### config.mk
export PLATFORM = sky130hd
export DESIGN_NAME = lsu_buffer_flat
export DESIGN_NICKNAME = d
export VERILOG_FILES = /design/src/design/lsu_pkg.sv /design/src/design/mem_req_if.sv /design/src/design/lsu_buffer.sv /design/src/flat_wrapper.sv
export SDC_FILE = /design/constraint.sdc
export NUM_CORES = 2
export LEC_CHECK = 0
export ABC_AREA = 1
export BUFFER_PORTS_ARGS = -buffer_cell sky130_fd_sc_hd__buf_2
export CAP_MARGIN = 20
export CORE_MARGIN = 2
export CORE_UTILIZATION = 35
export DETAILED_ROUTE_END_ITERATION = 6
export HOLD_SLACK_MARGIN = 0.05
export PLACE_DENSITY = 0.46
export SYNTH_ARGS = -nofsm -noshare
export SYNTH_HDL_FRONTEND = slang
export SYNTH_SLANG_ARGS = --single-unit
### constraint.sdc
create_clock -name clk -period 7.14 [get_ports clk]
set_input_delay 0.357 -clock clk [delete_from_list [all_inputs] [get_ports clk]]
set_output_delay 0.357 -clock clk [all_outputs]
set_load 0.05 [all_outputs]
### src/design/lsu_pkg.sv
`default_nettype none

package lsu_pkg;

    // rename tag, 0 means no producer and the operand is already valid
    typedef logic [3:0]  tag_t;
    typedef logic [31:0] data_t;
    typedef logic [31:0] addr_t;
    typedef logic [2:0]  op_t;
    typedef logic [1:0]  width_t;

    // memory opcodes
    localparam op_t OP_LB  = 3'b000;
    localparam op_t OP_LH  = 3'b001;
    localparam op_t OP_LW  = 3'b010;
    localparam op_t OP_SB  = 3'b011;
    localparam op_t OP_LBU = 3'b100;
    localparam op_t OP_LHU = 3'b101;
    localparam op_t OP_SH  = 3'b110;
    localparam op_t OP_SW  = 3'b111;

    // access size
    localparam width_t W_BYTE = 2'd0;
    localparam width_t W_HALF = 2'd1;
    localparam width_t W_WORD = 2'd2;

    // one slot per tag, slot 0 unused
    localparam int NUM_SLOTS = 16;

    // 1 KiB data memory, upper address bits ignored
    localparam int MEM_ADDR_BITS = 10;
    localparam int MEM_WORDS     = 2 ** (MEM_ADDR_BITS - 2);

    // accepted load request to response
    localparam int MEM_LATENCY = 2;

    typedef logic [MEM_ADDR_BITS-3:0] word_idx_t;

    typedef enum logic {
        MEM_IDLE,
        MEM_BUSY
    } mem_state_t;

endpackage

`default_nettype wire

### src/design/mem_req_if.sv
`timescale 1ns/1ps
`default_nettype none

interface mem_req_if;
    import lsu_pkg::*;

    // request, held steady while valid and not ready
    logic   req_valid;
    logic   req_ready;
    logic   req_store;
    tag_t   req_tag;
    width_t req_width;
    logic   req_signed;
    addr_t  req_addr;
    data_t  req_wdata;

    // one-cycle response strobe
    logic   rsp_valid;
    tag_t   rsp_tag;
    data_t  rsp_data;

    modport buffer (
        output req_valid, req_store, req_tag, req_width, req_signed, req_addr, req_wdata,
        input  req_ready, rsp_valid, rsp_tag, rsp_data
    );

    modport memory (
        input  req_valid, req_store, req_tag, req_width, req_signed, req_addr, req_wdata,
        output req_ready, rsp_valid, rsp_tag, rsp_data
    );

endinterface

`default_nettype wire

### src/design/lsu_buffer.sv
`timescale 1ns/1ps
`default_nettype none

module lsu_buffer (
    input  wire                  clk,
    input  wire                  rst,
    input  wire                  clr,
    input  wire                  ent_valid,
    input  wire lsu_pkg::tag_t   ent_tag,
    input  wire                  ent_store,
    input  wire lsu_pkg::width_t ent_width,
    input  wire                  ent_signed,
    input  wire lsu_pkg::data_t  ent_imm,
    input  wire lsu_pkg::tag_t   ent_rs1_tag,
    input  wire lsu_pkg::data_t  ent_rs1_data,
    input  wire lsu_pkg::tag_t   ent_rs2_tag,
    input  wire lsu_pkg::data_t  ent_rs2_data,
    input  wire                  ex_valid,
    input  wire lsu_pkg::tag_t   ex_tag,
    input  wire lsu_pkg::data_t  ex_data,
    input  wire                  commit_valid,
    input  wire lsu_pkg::tag_t   commit_tag,
    output logic                 full,
    mem_req_if.buffer            mem
);
    import lsu_pkg::*;

    // per-slot state, indexed by tag
    logic [NUM_SLOTS-1:0] occ;
    logic [NUM_SLOTS-1:0] issued;
    logic [NUM_SLOTS-1:0] is_store;
    logic [NUM_SLOTS-1:0] sgn;
    logic [NUM_SLOTS-1:0] rs1_ok;
    logic [NUM_SLOTS-1:0] rs2_ok;
    width_t               width    [NUM_SLOTS];
    data_t                imm      [NUM_SLOTS];
    tag_t                 rs1_tag  [NUM_SLOTS];
    tag_t                 rs2_tag  [NUM_SLOTS];
    data_t                rs1_data [NUM_SLOTS];
    data_t                rs2_data [NUM_SLOTS];

    // commit waiting for its store to issue
    logic pend_valid;
    tag_t pend_tag;

    logic st_go;
    logic ld_go;
    tag_t ld_tag;
    tag_t sel_tag;
    logic sel_go;

    // broadcast from execute or from our own load result
    function automatic logic snoop_hit(tag_t t);
        snoop_hit = (t != '0) && ((ex_valid && ex_tag == t) || (mem.rsp_valid && mem.rsp_tag == t));
    endfunction

    function automatic data_t snoop_data(tag_t t);
        snoop_data = (ex_valid && ex_tag == t) ? ex_data : mem.rsp_data;
    endfunction

    assign full = &occ[NUM_SLOTS-1:1];

    // store has priority, then lowest ready load
    always_comb begin
        st_go  = pend_valid && occ[pend_tag] && is_store[pend_tag] && !issued[pend_tag]
                 && rs1_ok[pend_tag] && rs2_ok[pend_tag];
        ld_go  = 1'b0;
        ld_tag = '0;
        for (int i = NUM_SLOTS - 1; i > 0; i--) begin
            if (occ[i] && !is_store[i] && !issued[i] && rs1_ok[i]) begin
                ld_go  = 1'b1;
                ld_tag = tag_t'(i);
            end
        end
        sel_tag = st_go ? pend_tag : ld_tag;
    end

    // request register is free or being drained
    assign sel_go = (st_go || ld_go) && (!mem.req_valid || mem.req_ready);

    always_ff @(posedge clk) begin
        if (rst || clr) begin
            occ           <= '0;
            issued        <= '0;
            pend_valid    <= 1'b0;
            mem.req_valid <= 1'b0;
        end else begin
            // load slot freed by its response
            if (mem.rsp_valid) begin
                occ[mem.rsp_tag] <= 1'b0;
            end
            if (mem.req_valid && mem.req_ready) begin
                mem.req_valid <= 1'b0;
                // store slot freed on accept
                if (mem.req_store) begin
                    occ[mem.req_tag] <= 1'b0;
                end
            end
            if (sel_go) begin
                mem.req_valid   <= 1'b1;
                issued[sel_tag] <= 1'b1;
                if (st_go) begin
                    pend_valid <= 1'b0;
                end
            end
            if (commit_valid) begin
                pend_valid <= 1'b1;
            end
            if (ent_valid) begin
                occ[ent_tag]    <= 1'b1;
                issued[ent_tag] <= 1'b0;
            end
        end
    end

    always_ff @(posedge clk) begin
        for (int i = 1; i < NUM_SLOTS; i++) begin
            if (occ[i] && !rs1_ok[i] && snoop_hit(rs1_tag[i])) begin
                rs1_ok[i]   <= 1'b1;
                rs1_data[i] <= snoop_data(rs1_tag[i]);
            end
            if (occ[i] && !rs2_ok[i] && snoop_hit(rs2_tag[i])) begin
                rs2_ok[i]   <= 1'b1;
                rs2_data[i] <= snoop_data(rs2_tag[i]);
            end
        end
        if (sel_go) begin
            mem.req_store  <= st_go;
            mem.req_tag    <= sel_tag;
            mem.req_width  <= width[sel_tag];
            mem.req_signed <= sgn[sel_tag];
            mem.req_addr   <= rs1_data[sel_tag] + imm[sel_tag];
            mem.req_wdata  <= rs2_data[sel_tag];
        end
        if (commit_valid) begin
            pend_tag <= commit_tag;
        end
        // new entry, a same-cycle broadcast also counts
        if (ent_valid) begin
            is_store[ent_tag] <= ent_store;
            sgn[ent_tag]      <= ent_signed;
            width[ent_tag]    <= ent_width;
            imm[ent_tag]      <= ent_imm;
            rs1_tag[ent_tag]  <= ent_rs1_tag;
            rs2_tag[ent_tag]  <= ent_rs2_tag;
            rs1_ok[ent_tag]   <= (ent_rs1_tag == '0) || snoop_hit(ent_rs1_tag);
            rs2_ok[ent_tag]   <= (ent_rs2_tag == '0) || snoop_hit(ent_rs2_tag);
            rs1_data[ent_tag] <= snoop_hit(ent_rs1_tag) ? snoop_data(ent_rs1_tag) : ent_rs1_data;
            rs2_data[ent_tag] <= snoop_hit(ent_rs2_tag) ? snoop_data(ent_rs2_tag) : ent_rs2_data;
        end
    end

    a_disp_free: assert property (@(posedge clk) disable iff (rst || clr)
        ent_valid |-> !occ[ent_tag]);

    // the store may still sit in the dispatch register
    a_commit_store: assert property (@(posedge clk) disable iff (rst || clr)
        commit_valid |-> (occ[commit_tag] && is_store[commit_tag])
                         || (ent_valid && ent_tag == commit_tag && ent_store));

    a_aligned: assert property (@(posedge clk) disable iff (rst || clr)
        mem.req_valid |-> !((mem.req_width == W_HALF && mem.req_addr[0])
                            || (mem.req_width == W_WORD && mem.req_addr[1:0] != 2'b00)));

endmodule

`default_nettype wire

### src/flat_wrapper.sv
// flat-port wrapper written by rule: the top's interface ports become plain ports
module lsu_buffer_flat import lsu_pkg::*;
  (clk, rst, clr, ent_valid, ent_tag, ent_store, ent_width, ent_signed, ent_imm, ent_rs1_tag, ent_rs1_data, ent_rs2_tag, ent_rs2_data, ex_valid, ex_tag, ex_data, commit_valid, commit_tag, full, mem_req_valid, mem_req_store, mem_req_tag, mem_req_width, mem_req_signed, mem_req_addr, mem_req_wdata, mem_req_ready, mem_rsp_valid, mem_rsp_tag, mem_rsp_data);
  mem_req_if mem_i ();
  input  wire clk;
  input  wire rst;
  input  wire clr;
  input  wire ent_valid;
  input  wire lsu_pkg::tag_t ent_tag;
  input  wire ent_store;
  input  wire lsu_pkg::width_t ent_width;
  input  wire ent_signed;
  input  wire lsu_pkg::data_t ent_imm;
  input  wire lsu_pkg::tag_t ent_rs1_tag;
  input  wire lsu_pkg::data_t ent_rs1_data;
  input  wire lsu_pkg::tag_t ent_rs2_tag;
  input  wire lsu_pkg::data_t ent_rs2_data;
  input  wire ex_valid;
  input  wire lsu_pkg::tag_t ex_tag;
  input  wire lsu_pkg::data_t ex_data;
  input  wire commit_valid;
  input  wire lsu_pkg::tag_t commit_tag;
  output logic full;
  output wire logic [$bits(mem_i.req_valid)-1:0] mem_req_valid;
  output wire logic [$bits(mem_i.req_store)-1:0] mem_req_store;
  output wire logic [$bits(mem_i.req_tag)-1:0] mem_req_tag;
  output wire logic [$bits(mem_i.req_width)-1:0] mem_req_width;
  output wire logic [$bits(mem_i.req_signed)-1:0] mem_req_signed;
  output wire logic [$bits(mem_i.req_addr)-1:0] mem_req_addr;
  output wire logic [$bits(mem_i.req_wdata)-1:0] mem_req_wdata;
  input wire logic [$bits(mem_i.req_ready)-1:0] mem_req_ready;
  input wire logic [$bits(mem_i.rsp_valid)-1:0] mem_rsp_valid;
  input wire logic [$bits(mem_i.rsp_tag)-1:0] mem_rsp_tag;
  input wire logic [$bits(mem_i.rsp_data)-1:0] mem_rsp_data;
  assign mem_req_valid = mem_i.req_valid;
  assign mem_req_store = mem_i.req_store;
  assign mem_req_tag = mem_i.req_tag;
  assign mem_req_width = mem_i.req_width;
  assign mem_req_signed = mem_i.req_signed;
  assign mem_req_addr = mem_i.req_addr;
  assign mem_req_wdata = mem_i.req_wdata;
  assign mem_i.req_ready = mem_req_ready;
  assign mem_i.rsp_valid = mem_rsp_valid;
  assign mem_i.rsp_tag = mem_rsp_tag;
  assign mem_i.rsp_data = mem_rsp_data;
  lsu_buffer u_core (.clk(clk), .rst(rst), .clr(clr), .ent_valid(ent_valid), .ent_tag(ent_tag), .ent_store(ent_store), .ent_width(ent_width), .ent_signed(ent_signed), .ent_imm(ent_imm), .ent_rs1_tag(ent_rs1_tag), .ent_rs1_data(ent_rs1_data), .ent_rs2_tag(ent_rs2_tag), .ent_rs2_data(ent_rs2_data), .ex_valid(ex_valid), .ex_tag(ex_tag), .ex_data(ex_data), .commit_valid(commit_valid), .commit_tag(commit_tag), .full(full), .mem(mem_i));
endmodule
==> impl_metrics.env <==
export IMPL_status="finished, violations left"
export IMPL_violations="DRC"
export IMPL_grt_max_degree=136
export IMPL_core_region_area_um2=264600
export IMPL_fp_dieArea_um2=269400
export IMPL_fin_nets=9343
export IMPL_cts_root_buf="clkbuf_16"
export IMPL_cts_sinks=1862
export IMPL_tritoncts="yes"
export IMPL_period_share=0.9432
export IMPL_cpPeakStageDelay_ps=400
export IMPL_drt_initial_drc_count=12320
export IMPL_wire_per_inst_um=34.33
export IMPL_fp_row_count=189
export IMPL_finalHoldViolCount=0
export IMPL_critPathCaptureType="flip-flop"
export IMPL_htree_levels=4
export IMPL_power_density_nw_per_um2=252.6
export IMPL_path_class="reg2reg"
export IMPL_drc_errors=16
export IMPL_synth_distinct_cells=51
export IMPL_crit_arrival_ps=7370
export IMPL_yosys_register_bits=1862
export IMPL_async_reset_ff_frac=0
export IMPL_tns_ps=0
export IMPL_syn_instance_count=9308
export IMPL_dp_hpwl_um=233600
export IMPL_yosysTopAreaCell="edfxtp_1"
export IMPL_clock_skew_ps=37.91
export IMPL_synth_top_area_share=0.5815
export IMPL_worst_path_most_repeated_cell="nand2_1"
export IMPL_die_w_um=519.0
export IMPL_synthTopCellsByCount="2014 x a21oi_1, 1798 x edfxtp_1, 1075 x o21ai_0"
export IMPL_crit_slowest_cell="a21boi_0"
export IMPL_cts_buffers=214
export IMPL_crit_required_ps=7780
export IMPL_grtUsageTotal=0.3157
export IMPL_numPortBuffers=269
export IMPL_drv_cap=0
export IMPL_wl_um=440400
export IMPL_leakagePower_nw=37.04
export IMPL_initial_core_util=0.3509
export IMPL_clkTransAtPathRegs_ps=60
export IMPL_fillers=25690
export IMPL_ios=270
export IMPL_cts_buffer_depth=3
export IMPL_cp_max_fo=33
export IMPL_gp_congestion=0.9208
export IMPL_clk_latency_ps=910
export IMPL_hp_class="in2reg"
export IMPL_vias=81460
export IMPL_syn2layout_area_growth_pct=13.30
export IMPL_vias_per_cell=6.350
export IMPL_antenna_found_initial=40
export IMPL_die_h_um=519.0
export IMPL_hold_ws_ps=174.6
export IMPL_grt_pass1_vias=77190
export IMPL_fmax_mhz=148.5
export IMPL_synth_yosys_seq_area_share=0.5953
export IMPL_syn_cell_area_um2=92850
export IMPL_synth_nets=9536
export IMPL_rr_startpoint="u_core.rs1_ok[12]"
export IMPL_rsz0062_at_grt="no"
export IMPL_ir_drop_v=0.0002578
export IMPL_worst_pin_slew_ps=1202
export IMPL_ant_nets=0
export IMPL_synth_edf_count=1798
export IMPL_drv_slew=0
export IMPL_synth_flop_cell="edfxtp_1"
export IMPL_hp_start="commit_tag[3]"
export IMPL_synthTopCellsByArea="edfxtp_1 58%, a21oi_1 11%, o21ai_0 5.8%, nand2_1 3.7%, a22oi_1 3.2%"
export IMPL_slew_headroom=0.1986
export IMPL_worst_setup_path_start_kind="flip-flop"
export IMPL_overflow=0
export IMPL_setup_viol=0
export IMPL_yosys_cell_count_top_type="a21oi_1"
export IMPL_drive_above_1_share=0.1097
export IMPL_synth_yosys_warnings=0
export IMPL_fin_crit_ps=6735
export IMPL_cp_startpoint="u_core.rs1_ok[12]"
export IMPL_first_pass_iters=7
export IMPL_syn_area_per_cell_um2=9.975
export IMPL_grt_pass1_wl_um=610000
per-stage QoR:
stage	total power (W)	std cells	setup WS, ps	util	area [µm²]
after CTS	0.02658	12810	290.0	0.3971	105100
after global routing	0.02730	12820	4.795	0.3975	105200
after detailed placement	0.01592	12370	316.0	0.3699	97890
final	0.02657	12830	405.5	0.3975	105200
after global placement	0.01589	12370	380.0	0.3699	97870
after floorplan	0.01457	9308	1926	-	92850
state kept, by name, summed over array words and instances (netlist names), 32 cells and up:
signal / flops
u_core.imm: 512
u_core.rs1_data: 512
u_core.rs2_data: 512
u_core.rs1_tag: 60
u_core.rs2_tag: 60
u_core.mem.req_addr: 32
u_core.mem.req_wdata: 32
u_core.width: 32
logic make-up (layout without fill, tap and decap cells):
group                      after synthesis  after routing  synth area share
adders and majority gates               32             32          0.004393
other                                    0              8                 0
DFF                                   1862           1862            0.5953
buffers and inverters                 1430           1410           0.06125
xor gates and xnor gates                60             60          0.005660
and+or+nand+nor                       1722           1722           0.07929
AOI/OAI and AO/OA                     4202           4202            0.2541
timing repair:
item | CTS | global route
hold endpoints to repair | 713 | 0
setup buffers | 0 | 3
setup endpoints to repair | 0 | 5
hold buffers | 54 | 0
resized for setup | 0 | 2
metal layers:
layer,up-vias,GRT usage,share of wire
met3,1252,0.05282,0.10
met5,-,0,0.00039
met1,40330,0.4204,0.39
li1,34310,-,-
met2,5549,0.4953,0.45
met4,26,0.1607,0.057
cell usage in the layout (no fill, tap or decap), types with 55 or more instances in the layout:
cell,synthesis,layout
a21oi_1,2014,2014
edfxtp_1,1798,1798
o21ai_0,1075,1048
nand2_1,920,904
a22oi_1,400,400
inv_1,410,389
nor2_1,326,323
o22ai_1,285,285
buf_2,186,270
buf_4,18,254
clkbuf_16,0,220
nor3_1,205,205
o31ai_1,192,190
o211ai_1,99,99
nand3_1,75,75
nand4_1,74,74
or2_2,65,65
dfxtp_1,64,64
clkinv_1,5,55
worst max-delay path, delay by kind of cell (launching register included):
kind	cells	cell delay (ps)
AND/OR/NAND/NOR	25	2830
AO/OA/AOI/OAI	11	2200
buffers and inverters	4	720
adder cells (fa/ha/maj)	1	360
flip-flops	1	340
final timing paths:
check | to | slack [ps] | cells past startpoint
worst max-delay path | u_core.mem.req_addr[26] | 410 | 41
worst max register to register | u_core.mem.req_addr[26] | 410 | 41
worst min register to register | u_core.rs2_ok[7] | 480 | 2
worst min-delay path | u_core.pend_tag[3] | 170 | 2
power by group:
part	internal, W	switching, W
Clock	0.00598	0.00478
Sequential	0.0123	0.000111
Combinational	0.000871	0.00251
Total	0.0192	0.00740
final cells by class:
class	instances	area (µm²)	share of cell area
Sequential cell	1862	55270	0.5254
Multi-Input combinational cell	6016	32950	0.3132
Clock buffer	271	5727	0.05444
Tap cell	3533	4420	0.04202
Timing Repair Buffer	596	4144	0.03939
Inverter	425	1748	0.01662
Clock inverter	118	918.4	0.008730
Antenna cell	8	20.02	0.0001903
Power figures use the tool's default switching activity.
